<file path="src/rtl/sync_link_pkg.sv">
`default_nettype none

package sync_link_pkg;

  // wire symbols; the line rests at idle between frames.
  typedef logic [1:0] link_pair_t;

  localparam link_pair_t LINK_IDLE  = 2'b00;
  localparam link_pair_t LINK_START = 2'b01;

  // command register on the strobe bus.
  typedef logic [5:0]  cmd_addr_t;
  typedef logic [31:0] cmd_data_t;

  localparam cmd_addr_t CMD_REG_ADDR = 6'h39;
  localparam int        ENABLE_BIT   = 31;
  localparam int        OP_LSB       = 24;

  // handshake abort limit in clock cycles.
  localparam int HANDSHAKE_TIMEOUT = 64;
  localparam int TIMER_W           = 7;

  typedef logic [TIMER_W-1:0] timer_cnt_t;

  typedef enum logic [3:0] {
    CMD_NONE      = 4'd0,
    CMD_STALL_REQ = 4'd1,
    CMD_STALL_ACK = 4'd2,
    CMD_STALL_RLS = 4'd3,
    CMD_RST_ALL   = 4'd4,
    CMD_RST_NCO   = 4'd5
  } link_cmd_t;

  typedef struct packed {
    logic      valid;
    link_cmd_t cmd;
  } link_stream_t;

  typedef enum logic [1:0] {
    OP_NONE      = 2'd0,
    OP_RST_NCO   = 2'd1,
    OP_STALL_ALL = 2'd2,
    OP_RSVD      = 2'd3
  } op_req_t;

  typedef enum logic [2:0] {
    MST_IDLE,
    MST_RST_NCO,
    MST_REQ_WAIT_ACK,
    MST_REQ_SEND_RST,
    MST_REQ_WAIT_RLS,
    MST_ACK_WAIT_LOCAL,
    MST_ACK_WAIT_RST,
    MST_ACK_SEND_RLS
  } proto_state_t;

  typedef enum logic [2:0] {
    SER_IDLE,
    SER_HI,
    SER_LO,
    SER_GUARD1,
    SER_GUARD2
  } ser_state_t;

  typedef enum logic [1:0] {
    DES_IDLE,
    DES_HI,
    DES_LO
  } des_state_t;

endpackage

`default_nettype wire
</file>
<file path="src/rtl/sync_link_top.sv">
`timescale 1ns/10ps
`default_nettype none

module sync_link_top (
  input  wire                             clk,
  input  wire                             arst_n,
  input  wire                             cmd_rqst,
  input  wire sync_link_pkg::cmd_addr_t   cmd_addr,
  input  wire sync_link_pkg::cmd_data_t   cmd_data,
  input  wire sync_link_pkg::link_pair_t  linkrx,
  output sync_link_pkg::link_pair_t       linktx,
  output logic                            stall_req,
  input  wire                             stall_ack,
  output logic                            rst_all,
  output logic                            rst_nco,
  output logic                            timeout
);

  logic                         enable;
  logic                         cmd_hit;
  sync_link_pkg::op_req_t       op_req;
  sync_link_pkg::link_stream_t  send_stream;
  sync_link_pkg::link_stream_t  recv_stream;
  logic                         send_ready;
  logic                         busy;
  logic                         progress;
  logic                         expired;
  logic                         rst_all_evt;
  logic                         rst_nco_evt;
  logic                         rst_all_p1;
  logic                         rst_nco_p1;

  assign cmd_hit = cmd_rqst && (cmd_addr == sync_link_pkg::CMD_REG_ADDR);
  assign op_req  = sync_link_pkg::op_req_t'(cmd_data[sync_link_pkg::OP_LSB +: 2]);

  always_ff @(posedge clk or negedge arst_n) begin
    if (!arst_n) begin
      enable <= 1'b0;
    end else if (cmd_hit) begin
      enable <= cmd_data[sync_link_pkg::ENABLE_BIT];
    end
  end

  // reset pulses leave through two register stages.
  always_ff @(posedge clk or negedge arst_n) begin
    if (!arst_n) begin
      rst_all_p1 <= 1'b0;
      rst_nco_p1 <= 1'b0;
      rst_all    <= 1'b0;
      rst_nco    <= 1'b0;
    end else begin
      rst_all_p1 <= rst_all_evt;
      rst_nco_p1 <= rst_nco_evt;
      rst_all    <= rst_all_p1;
      rst_nco    <= rst_nco_p1;
    end
  end

  link_serializer u_ser (
    .clk         (clk),
    .arst_n      (arst_n),
    .enable      (enable),
    .send_stream (send_stream),
    .send_ready  (send_ready),
    .linktx      (linktx)
  );

  link_deserializer u_des (
    .clk         (clk),
    .arst_n      (arst_n),
    .enable      (enable),
    .linkrx      (linkrx),
    .recv_stream (recv_stream)
  );

  handshake_timer u_timer (
    .clk      (clk),
    .arst_n   (arst_n),
    .busy     (busy),
    .progress (progress),
    .expired  (expired)
  );

  sync_protocol_fsm u_fsm (
    .clk         (clk),
    .arst_n      (arst_n),
    .enable      (enable),
    .op_valid    (cmd_hit),
    .op_req      (op_req),
    .recv_stream (recv_stream),
    .send_stream (send_stream),
    .send_ready  (send_ready),
    .stall_req   (stall_req),
    .stall_ack   (stall_ack),
    .busy        (busy),
    .progress    (progress),
    .expired     (expired),
    .rst_all_evt (rst_all_evt),
    .rst_nco_evt (rst_nco_evt),
    .timeout     (timeout)
  );

endmodule

`default_nettype wire

</file>
<file path="src/rtl/sync_protocol_fsm.sv">
`timescale 1ns/10ps
`default_nettype none

module sync_protocol_fsm (
  input  wire                               clk,
  input  wire                               arst_n,
  input  wire                               enable,
  input  wire                               op_valid,
  input  wire sync_link_pkg::op_req_t       op_req,
  input  wire sync_link_pkg::link_stream_t  recv_stream,
  output sync_link_pkg::link_stream_t       send_stream,
  input  wire                               send_ready,
  output logic                              stall_req,
  input  wire                               stall_ack,
  output logic                              busy,
  output logic                              progress,
  input  wire                               expired,
  output logic                              rst_all_evt,
  output logic                              rst_nco_evt,
  output logic                              timeout
);

  sync_link_pkg::proto_state_t state;
  sync_link_pkg::proto_state_t state_next;
  sync_link_pkg::link_cmd_t    send_cmd_q;
  sync_link_pkg::link_cmd_t    load_cmd;
  logic                        send_valid_q;
  logic                        load;
  logic                        xfer;
  logic                        peer_ack_q;
  logic                        peer_ack;
  logic                        mst_rst_all;
  logic                        mst_rst_nco;
  logic                        slv_rst_all;
  logic                        slv_rst_nco;

  function automatic logic recv_is(sync_link_pkg::link_stream_t s,
                                   sync_link_pkg::link_cmd_t c);
    return s.valid && (s.cmd == c);
  endfunction

  assign send_stream = '{valid: send_valid_q, cmd: send_cmd_q};
  assign xfer        = send_valid_q && send_ready;

  // the peer's ack can come before our own stall is granted, so it is kept.
  assign peer_ack = peer_ack_q || recv_is(recv_stream, sync_link_pkg::CMD_STALL_ACK);

  assign busy      = (state != sync_link_pkg::MST_IDLE);
  assign progress  = (state_next != state);
  assign stall_req = busy && (state != sync_link_pkg::MST_RST_NCO);

  // slave role reacts to the peer's reset commands directly.
  assign slv_rst_nco = recv_is(recv_stream, sync_link_pkg::CMD_RST_NCO);
  assign slv_rst_all = recv_is(recv_stream, sync_link_pkg::CMD_RST_ALL);

  assign rst_all_evt = mst_rst_all || slv_rst_all;
  assign rst_nco_evt = mst_rst_nco || slv_rst_nco;

  always_comb begin
    state_next  = state;
    load        = 1'b0;
    load_cmd    = sync_link_pkg::CMD_NONE;
    mst_rst_all = 1'b0;
    mst_rst_nco = 1'b0;
    case (state)
      sync_link_pkg::MST_IDLE: begin
        if (op_valid && op_req == sync_link_pkg::OP_RST_NCO) begin
          load       = 1'b1;
          load_cmd   = sync_link_pkg::CMD_RST_NCO;
          state_next = sync_link_pkg::MST_RST_NCO;
        end else if (op_valid && op_req == sync_link_pkg::OP_STALL_ALL) begin
          load       = 1'b1;
          load_cmd   = sync_link_pkg::CMD_STALL_REQ;
          state_next = sync_link_pkg::MST_REQ_WAIT_ACK;
        end else if (recv_is(recv_stream, sync_link_pkg::CMD_STALL_REQ)) begin
          state_next = sync_link_pkg::MST_ACK_WAIT_LOCAL;
        end
      end
      sync_link_pkg::MST_RST_NCO: begin
        if (xfer) begin
          mst_rst_nco = 1'b1;
          state_next  = sync_link_pkg::MST_IDLE;
        end
      end
      sync_link_pkg::MST_REQ_WAIT_ACK: begin
        if (peer_ack && stall_ack && !send_valid_q) begin
          load       = 1'b1;
          load_cmd   = sync_link_pkg::CMD_RST_ALL;
          state_next = sync_link_pkg::MST_REQ_SEND_RST;
        end
      end
      sync_link_pkg::MST_REQ_SEND_RST: begin
        if (xfer) begin
          mst_rst_all = 1'b1;
          state_next  = sync_link_pkg::MST_REQ_WAIT_RLS;
        end
      end
      sync_link_pkg::MST_REQ_WAIT_RLS: begin
        if (recv_is(recv_stream, sync_link_pkg::CMD_STALL_RLS)) begin
          state_next = sync_link_pkg::MST_IDLE;
        end
      end
      sync_link_pkg::MST_ACK_WAIT_LOCAL: begin
        if (stall_ack && !send_valid_q) begin
          load       = 1'b1;
          load_cmd   = sync_link_pkg::CMD_STALL_ACK;
          state_next = sync_link_pkg::MST_ACK_WAIT_RST;
        end
      end
      sync_link_pkg::MST_ACK_WAIT_RST: begin
        if (recv_is(recv_stream, sync_link_pkg::CMD_RST_ALL)) begin
          load       = 1'b1;
          load_cmd   = sync_link_pkg::CMD_STALL_RLS;
          state_next = sync_link_pkg::MST_ACK_SEND_RLS;
        end
      end
      sync_link_pkg::MST_ACK_SEND_RLS: begin
        if (xfer) state_next = sync_link_pkg::MST_IDLE;
      end
      default: state_next = sync_link_pkg::MST_IDLE;
    endcase
    // a silent peer ends the handshake.
    if (expired) begin
      load       = 1'b0;
      state_next = sync_link_pkg::MST_IDLE;
    end
  end

  always_ff @(posedge clk or negedge arst_n) begin
    if (!arst_n) begin
      state        <= sync_link_pkg::MST_IDLE;
      send_valid_q <= 1'b0;
      peer_ack_q   <= 1'b0;
      timeout      <= 1'b0;
    end else if (!enable) begin
      state        <= sync_link_pkg::MST_IDLE;
      send_valid_q <= 1'b0;
      peer_ack_q   <= 1'b0;
      timeout      <= 1'b0;
    end else begin
      state      <= state_next;
      timeout    <= expired;
      peer_ack_q <= peer_ack && (state_next == sync_link_pkg::MST_REQ_WAIT_ACK);
      if (load) begin
        send_valid_q <= 1'b1;
      end else if (xfer || expired) begin
        send_valid_q <= 1'b0;
      end
    end
  end

  always_ff @(posedge clk) begin
    if (load) send_cmd_q <= load_cmd;
  end

endmodule

`default_nettype wire

</file>
<file path="src/rtl/handshake_timer.sv">
`timescale 1ns/10ps
`default_nettype none

module handshake_timer (
  input  wire  clk,
  input  wire  arst_n,
  input  wire  busy,
  input  wire  progress,
  output logic expired
);

  sync_link_pkg::timer_cnt_t count;

  assign expired = (count == sync_link_pkg::timer_cnt_t'(sync_link_pkg::HANDSHAKE_TIMEOUT));

  // counts idle cycles of an open handshake.
  always_ff @(posedge clk or negedge arst_n) begin
    if (!arst_n) begin
      count <= '0;
    end else if (!busy || progress || expired) begin
      count <= '0;
    end else begin
      count <= count + 1'b1;
    end
  end

endmodule

`default_nettype wire

</file>
<file path="src/rtl/link_deserializer.sv">
`timescale 1ns/10ps
`default_nettype none

module link_deserializer (
  input  wire                               clk,
  input  wire                               arst_n,
  input  wire                               enable,
  input  wire sync_link_pkg::link_pair_t    linkrx,
  output sync_link_pkg::link_stream_t       recv_stream
);

  sync_link_pkg::des_state_t state;
  sync_link_pkg::link_pair_t rx_q;
  sync_link_pkg::link_pair_t hi_q;
  sync_link_pkg::link_cmd_t  cmd_q;
  logic                      valid_q;

  assign recv_stream = '{valid: valid_q, cmd: cmd_q};

  always_ff @(posedge clk or negedge arst_n) begin
    if (!arst_n) begin
      rx_q    <= sync_link_pkg::LINK_IDLE;
      state   <= sync_link_pkg::DES_IDLE;
      valid_q <= 1'b0;
    end else begin
      rx_q    <= linkrx;
      valid_q <= 1'b0;
      if (!enable) begin
        state <= sync_link_pkg::DES_IDLE;
      end else begin
        case (state)
          sync_link_pkg::DES_IDLE: begin
            if (rx_q == sync_link_pkg::LINK_START) state <= sync_link_pkg::DES_HI;
          end
          sync_link_pkg::DES_HI: state <= sync_link_pkg::DES_LO;
          sync_link_pkg::DES_LO: begin
            valid_q <= 1'b1;
            state   <= sync_link_pkg::DES_IDLE;
          end
          default: state <= sync_link_pkg::DES_IDLE;
        endcase
      end
    end
  end

  // the upper pair is held until the lower one arrives.
  always_ff @(posedge clk) begin
    if (state == sync_link_pkg::DES_HI) hi_q <= rx_q;
    if (state == sync_link_pkg::DES_LO) cmd_q <= sync_link_pkg::link_cmd_t'({hi_q, rx_q});
  end

endmodule

`default_nettype wire

</file>
<file path="src/rtl/link_serializer.sv">
`timescale 1ns/10ps
`default_nettype none

module link_serializer (
  input  wire                               clk,
  input  wire                               arst_n,
  input  wire                               enable,
  input  wire sync_link_pkg::link_stream_t  send_stream,
  output logic                              send_ready,
  output sync_link_pkg::link_pair_t         linktx
);

  sync_link_pkg::ser_state_t state;
  sync_link_pkg::ser_state_t state_next;
  sync_link_pkg::link_pair_t tx_next;
  sync_link_pkg::link_pair_t tx_q;
  sync_link_pkg::link_cmd_t  cmd_q;
  logic                      idle_q;

  // the second guard cycle ends one edge after the state machine is back in idle.
  assign send_ready = (state == sync_link_pkg::SER_IDLE) && idle_q;

  always_comb begin
    state_next = state;
    tx_next    = sync_link_pkg::LINK_IDLE;
    case (state)
      sync_link_pkg::SER_IDLE: begin
        if (send_stream.valid && send_ready) begin
          tx_next    = sync_link_pkg::LINK_START;
          state_next = sync_link_pkg::SER_HI;
        end
      end
      sync_link_pkg::SER_HI: begin
        tx_next    = cmd_q[3:2];
        state_next = sync_link_pkg::SER_LO;
      end
      sync_link_pkg::SER_LO: begin
        tx_next    = cmd_q[1:0];
        state_next = sync_link_pkg::SER_GUARD1;
      end
      // two idle symbols let the far receiver settle back to idle.
      sync_link_pkg::SER_GUARD1: state_next = sync_link_pkg::SER_GUARD2;
      sync_link_pkg::SER_GUARD2: state_next = sync_link_pkg::SER_IDLE;
      default: state_next = sync_link_pkg::SER_IDLE;
    endcase
  end

  // symbols pass one pipeline register before reaching the wire.
  always_ff @(posedge clk or negedge arst_n) begin
    if (!arst_n) begin
      state  <= sync_link_pkg::SER_IDLE;
      tx_q   <= sync_link_pkg::LINK_IDLE;
      linktx <= sync_link_pkg::LINK_IDLE;
      idle_q <= 1'b1;
    end else if (!enable) begin
      state  <= sync_link_pkg::SER_IDLE;
      tx_q   <= sync_link_pkg::LINK_IDLE;
      linktx <= sync_link_pkg::LINK_IDLE;
      idle_q <= 1'b1;
    end else begin
      state  <= state_next;
      tx_q   <= tx_next;
      linktx <= tx_q;
      idle_q <= (state == sync_link_pkg::SER_IDLE);
    end
  end

  always_ff @(posedge clk) begin
    if (send_ready && send_stream.valid) begin
      cmd_q <= send_stream.cmd;
    end
  end

endmodule

`default_nettype wire

</file>
<file path="config.mk">
export PLATFORM = sky130hd
export DESIGN_NAME = sync_link_top
export DESIGN_NICKNAME = d
export VERILOG_FILES = /design/src/rtl/sync_link_pkg.sv /design/src/rtl/sync_link_top.sv /design/src/rtl/sync_protocol_fsm.sv /design/src/rtl/handshake_timer.sv /design/src/rtl/link_deserializer.sv /design/src/rtl/link_serializer.sv
export SDC_FILE = /design/constraint.sdc
export NUM_CORES = 1
export LEC_CHECK = 0
export ABC_AREA = 1
export BUFFER_PORTS_ARGS = -buffer_cell sky130_fd_sc_hd__buf_2
export CAP_MARGIN = 20
export CORE_MARGIN = 4
export CORE_UTILIZATION = 45
export CTS_BUF_LIST = sky130_fd_sc_hd__clkbuf_4 sky130_fd_sc_hd__clkbuf_8
export DETAILED_ROUTE_END_ITERATION = 6
export GPL_ROUTABILITY_DRIVEN = 0
export GPL_TIMING_DRIVEN = 0
export PLACE_DENSITY = 0.69
export SLEW_MARGIN = 20
export SYNTH_ARGS = -nofsm -noshare
export SYNTH_HDL_FRONTEND = slang
export SYNTH_SLANG_ARGS = --single-unit
</file>
<file path="constraint.sdc">
create_clock -name clk -period 3.95 [get_ports clk]
set_input_delay 0.5925 -clock clk [delete_from_list [all_inputs] [get_ports clk]]
set_output_delay 0.5925 -clock clk [all_outputs]
set_load 0.05 [all_outputs]
</file>
# --- After elaboration in Yosys (flattened, before gate mapping) ---
# Index checks and enable logic that the tools add are counted.
op_classes:
  add_sub_neg: 1
  eq_ne: 28
  n_mux: 47
  n_reduce_logical: 28
op_table:
  columns: ["operator", "count"]
  rows:
  - ["3-bit two-way mux", 14]
  - ["3-bit one-hot mux with 7 select lines", 1]
  - ["1-bit two-way mux", 19]
  - ["4-bit one-hot mux with 4 select lines", 1]
  - ["3-bit by 2-bit equality test with 1-bit output (second input constant)", 5]
  - ["1-bit logical AND", 15]
  - ["3-bit equality test (second input constant)", 4]
  - ["2-bit two-way mux", 6]
  - ["3-bit one-hot mux with 4 select lines", 1]
  - ["4-bit by 2-bit equality test with 1-bit output (second input constant)", 2]
  - ["4-bit by 3-bit equality test with 1-bit output (second input constant)", 2]
  - ["7-bit by 1-bit adder with 7-bit output (second input constant)", 1]
  - ["7-bit equality test (second input constant)", 1]
  - ["7-bit two-way mux", 1]
  - ["2-bit by 1-bit equality test with 1-bit output (second input constant)", 3]
  - ["3-bit by 1-bit equality test with 1-bit output (second input constant)", 2]
  - ["6-bit equality test (second input constant)", 1]
  - ["3-bit logical NOT", 2]
  - ["1-bit logical OR", 6]
  - ["3-bit by 1-bit != test with 1-bit output (second input constant)", 2]
  - ["2-bit one-hot mux with 3 select lines", 1]
  - ["2-bit equality test (second input constant)", 2]
  - ["4-bit by 1-bit equality test with 1-bit output (second input constant)", 1]
  - ["4-bit two-way mux", 1]
  - ["other kinds (9)", 10]
totals:
  out_inout_bits: 6
  ff_bits: 45
  inputBits: 44

# --- Longest topological paths before layout ---
logic_depth:
  depth_word: 12
  ltp_mapped: 14
  ltp_nobuf: 14

# --- By module ---
# A second synthesis with hierarchy kept.
hier_totals:
  hier_cells: 241
  hier_area_um2: 2149.6
modules_own_cells:
  columns: ["module", "n_inst", "area_per_inst_um2", "cells_per_inst", "seq_area_each_um2"]
  rows:
  - ["sync_protocol_fsm", 1, 755.7, 113, 240.2]
  - ["link_serializer", 1, 470.5, 42, 321.6]
  - ["handshake_timer", 1, 390.4, 46, 175.2]
  - ["link_deserializer", 1, 360.3, 24, 305.3]
  - ["sync_link_top", 1, 172.7, 16, 125.1]

# --- Worst setup path after synthesis ---
# Ideal clock, no wire load.
synth_path:
  path_kind: "input-to-reg"
  start: "in cmd_addr[2]"
  end: "reg u_fsm.send_cmd_q[0], enable pin"
  arrival_time_ns: 1.497
  n_path_buf: 0
  path_slack_ns: 2.154
  cell_stages: 8
  path_cell_list: "inv_1 -> nand3_1 -> nor2_1 -> o21ai_0 -> or2_2 -> nand4_1 -> nand2_1 -> inv_1"
synth_via:
  elab_chain_len: 7
synth_lines:
  columns: ["element", "line_no", "source"]
  rows:
  - ["start, declared", "sync_link_top.sv:8", "input wire sync_link_pkg::cmd_addr_t cmd_addr,"]
  - ["6-bit equality test *", "sync_link_top.sv:33", "assign cmd_hit = cmd_rqst && (cmd_addr == sync_link_pkg::CMD_REG_ADDR);"]
  - ["1-bit logical AND *", "sync_link_top.sv:33", null]
  - ["1-bit logical AND", "sync_protocol_fsm.sv:71", "end else if (op_valid && op_req == sync_link_pkg::OP_STALL_ALL) begin"]
  - ["1-bit two-way mux", "sync_protocol_fsm.sv:71", null]
  - ["1-bit two-way mux *", "sync_protocol_fsm.sv:67", "if (op_valid && op_req == sync_link_pkg::OP_RST_NCO) begin"]
  - ["1-bit one-hot mux with 4 select lines *", "sync_protocol_fsm.sv:65", "case (state)"]
  - ["1-bit two-way mux *", "sync_protocol_fsm.sv:123", "if (expired) begin"]
  - ["via u_fsm.load", "sync_protocol_fsm.sv:28", "logic load;"]
  - ["end signal, assigned", "sync_protocol_fsm.sv:153", "if (load) send_cmd_q <= load_cmd;"]
  - ["end, declared", "sync_protocol_fsm.sv:25", "sync_link_pkg::link_cmd_t send_cmd_q;"]
# Mark *: on every way through the listed nets, which the timed path passes. The rest lies on a longest branch.
# A chain may end at the register's enable or synchronous reset.

# --- Worst setup path in the final report ---
layout_path:
  start: "reg u_fsm.state[0]"
  end: "out stall_req"
layout_via:
  elab_chain_len: 2
layout_lines:
  columns: ["element", "line_no", "source"]
  rows:
  - ["start, declared", "sync_protocol_fsm.sv:23", "sync_link_pkg::proto_state_t state;"]
  - ["start signal, assigned", "sync_protocol_fsm.sv:131", "state <= sync_link_pkg::MST_IDLE;"]
  - ["start signal, assigned", "sync_protocol_fsm.sv:136", "state <= sync_link_pkg::MST_IDLE;"]
  - ["start signal, assigned", "sync_protocol_fsm.sv:141", "state <= state_next;"]
  - ["3-bit by 1-bit != test with 1-bit output / 3-bit nonzero test (equally long branches)", "sync_protocol_fsm.sv:50, sync_protocol_fsm.sv:48", null]
  - ["1-bit logical AND *", "sync_protocol_fsm.sv:50", "assign stall_req = busy && (state != sync_link_pkg::MST_RST_NCO);"]
  - ["end, declared", "sync_link_top.sv:12", "output logic stall_req,"]
# Every way passes the cells marked *; elsewhere a longest branch is shown, timed or not.

==> impl_metrics.toml <==
[synthesis]
yosys-top-cells-area = "dfrtp_1, edfxtp_1, nand2_1"
ys_seq_area_share_pct = 56.3
yosysTopAreaCell = "dfrtp_1"
async_flop_share_pct = 72.1
syn-num-nets = 268
synth_top_flop_cell = "dfrtp_1"
synthCells = 222
synth.top_cell.area_share_pct = 37.2
synthesis.area_um2 = 2020
synth_common_cells = "nand2_1, nor2_1, inv_1"
syn_area_per_cell_um2 = 9.10
synth-seq-cells = 43
yosysMostFrequentCell = "nand2_1"
synth_edf_count = 12
synth.distinct_cells = 32
yosysWarnings = 0

[timing]
rsz0062_at_grt = "false"
worstMarginPinSlew_ns = 0.658
hold_viol = 0
setup-tns-final_ns = 0
clock_skew_ns = 0.00678
slew_violations = 0
setup_viol = 0
period_needed_ns = 2.01
finalCritPeriodShare_pct = 50.8
fmaxAchievable_ghz = 0.499
max-slew-margin-rel_pct = 56.1

[critical_path]
timing.rr.start = "u_timer.count[0]$_DFF_PN0_"
r2r_end = "u_timer.count[5]$_DFF_PN0_"
critPathLaunchType = "flip-flop"
crit_arrival_ns = 1.41
path_class = "reg -> out"
r2r_setup_slack_ns = 2.17
rr_worst_depth = 14
end_kind = "output pin"
cp_max_fo = 8
required_ns = 3.36

[floorplan]
rows = 24
core_um2 = 4350
dieArea_um2 = 5620
die_h_um = 75.0
die_w_um = 75.0
initial_utilization_pct = 46.4
io_pins = 50

[drt]
wl_um = 3340
drc = 0
wl_per_cell_um = 11.0
dr.pass1.iters = 4
dr.first_iter.drc_count = 62
detail-route-antenna-nets = 0
vias = 1477
via_per_inst = 4.89

[final_layout]
area_growth_pct = 14.9
fillers = 383
drive_above_1_share_pct = 19.6
nets = 295
antenna_cells = 0
final_util_pct = 53.3

[place]
post-dp-hpwl_um = 2560
io_buffers = 20

[global_routing]
grt_first_pass_wirelength_um = 6150
grt_util_all_layers_pct = 14.6
grt_max_degree = 32
overflow = 0
antenna_found_initial = 0
grt_pass1_vias = 1514

[pwr]
powerDensity_nw_per_um2 = 673
ir_drop_uv = 259
power_mw = 1.56
leakage_nw = 1.19

[clock_tree]
cts_resized = 0
cts-root-buf = "clkbuf_8"
h-tree-depth = 2
cts_tree = "yes"
path_clk_slew_ns = 0.08
numCtsBuffers = 5
clk_latency_ns = 0.29
postCtsSetupRepairBufs = 0
cts.hold.buffers_added = 0
cts.path.max_buffers = 2
clock-sinks = 43

[min_path]
min_path_type = "in -> async"

[run]
drv_cap = 0

[run_status]
outcome = "complete, no violations"
[registers in the layout, indices dropped and copies added, names as in the netlist, 2 cells and up]
name / flops
u_des.hi_q: 2
u_ser.cmd_q: 3
u_fsm.send_cmd_q: 3
u_ser.linktx: 2
u_fsm.state: 3
u_timer.count: 7
u_ser.state: 3
u_des.rx_q: 2
u_des.state: 2
u_ser.tx_q: 2
u_des.cmd_q: 4
[cells in the final DEF, fill, tap and decap left out, drive strengths merged]
master,synthesis,routed
dfstp,1,1
nor3,5,5
dfrtp,30,30
o211ai,1,1
inv,36,36
edfxtp,12,12
nand3b,2,2
o21bai,2,2
nor2,38,38
nand4,4,4
a21oi,3,3
nand3,22,22
ha,2,2
buf,1,21
xor2,4,4
o21ai,7,7
nor2b,1,1
or2,1,1
clkbuf,1,7
nand2,47,47
xnor2,1,1
nor4,1,1
bufinv,0,2
[critical path: stages, from the launching register on]
cell     delay (ns)
dfrtp_1        0.44
inv_2          0.17
nand3_2        0.17
nand2_1        0.10
inv_1          0.04
buf_2          0.20
[per-stage QoR]
| stage | area [um2] | cells | hold WS (ns) | setup slack (ns) |
|---|---|---|---|---|
| 6_report | 2320 | 302 | 0.322 | 1.94 |
| 5_1_grt | 2320 | 302 | 0.366 | 1.85 |
| 4_1_cts | 2320 | 302 | 0.342 | 1.94 |
| 3_5_place_dp | 2180 | 294 | 0.340 | 1.86 |
| 3_3_place_gp | 2180 | 294 | 0.342 | 1.87 |
| 2_1_floorplan | 2020 | 222 | 0.297 | 2.15 |
[power breakdown]
| group | switching [mW] | leakage, nW | internal (mW) |
|---|---|---|---|
| Clock | 0.142 | 0.0688 | 0.259 |
| Sequential | 0.0589 | 0.518 | 0.538 |
| Combinational | 0.382 | 0.599 | 0.180 |
[cell families after synthesis]
kind of cell / share of synthesized area (%)
adder cells (fa/ha/maj): 1.24
XOR/XNOR: 2.17
flip-flops: 56.3
AO/OA/AOI/OAI: 3.78
buffers and inverters: 7.25
AND/OR/NAND/NOR: 29.2
[per-layer routing]
layer  track usage [%]  vias up  part of all wire [%]
li1                  -      753                     -
met1              17.2      673                    44
met2              24.2       43                    46
met3              3.47        8                   7.6
met4              8.30        0                   2.4
met5                 0        -                     0
[layout make-up]
cell class	instances	area (um2)	area share, %
buffer	2	11.3	0.485
clock buffer	6	76.3	3.29
sequential	43	1140	49.0
inverter	36	135	5.82
tap	52	65.1	2.80
multi-input combinational	141	736	31.7
timing repair buffer	20	100	4.31
clock inverter	2	60.1	2.59
[worst max-delay path by stage]
stage,endpoint,from,slack [ns],depth (start not counted)
final,stall_req,u_fsm.state[0]$_DFF_PN0_,1.94,5
after floorplan,u_fsm.send_cmd_q[0]$_DFFE_PP_,cmd_addr[2],2.15,8
after detailed placement,u_fsm.send_cmd_q[0]$_DFFE_PP_,cmd_addr[1],1.86,9
after global routing,stall_req,u_fsm.state[2]$_DFF_PN0_,1.85,5
after global placement,u_fsm.send_cmd_q[2]$_DFFE_PP_,cmd_addr[2],1.87,9
after CTS,stall_req,u_fsm.state[0]$_DFF_PN0_,1.94,5
Power figures use the tool's default switching activity.
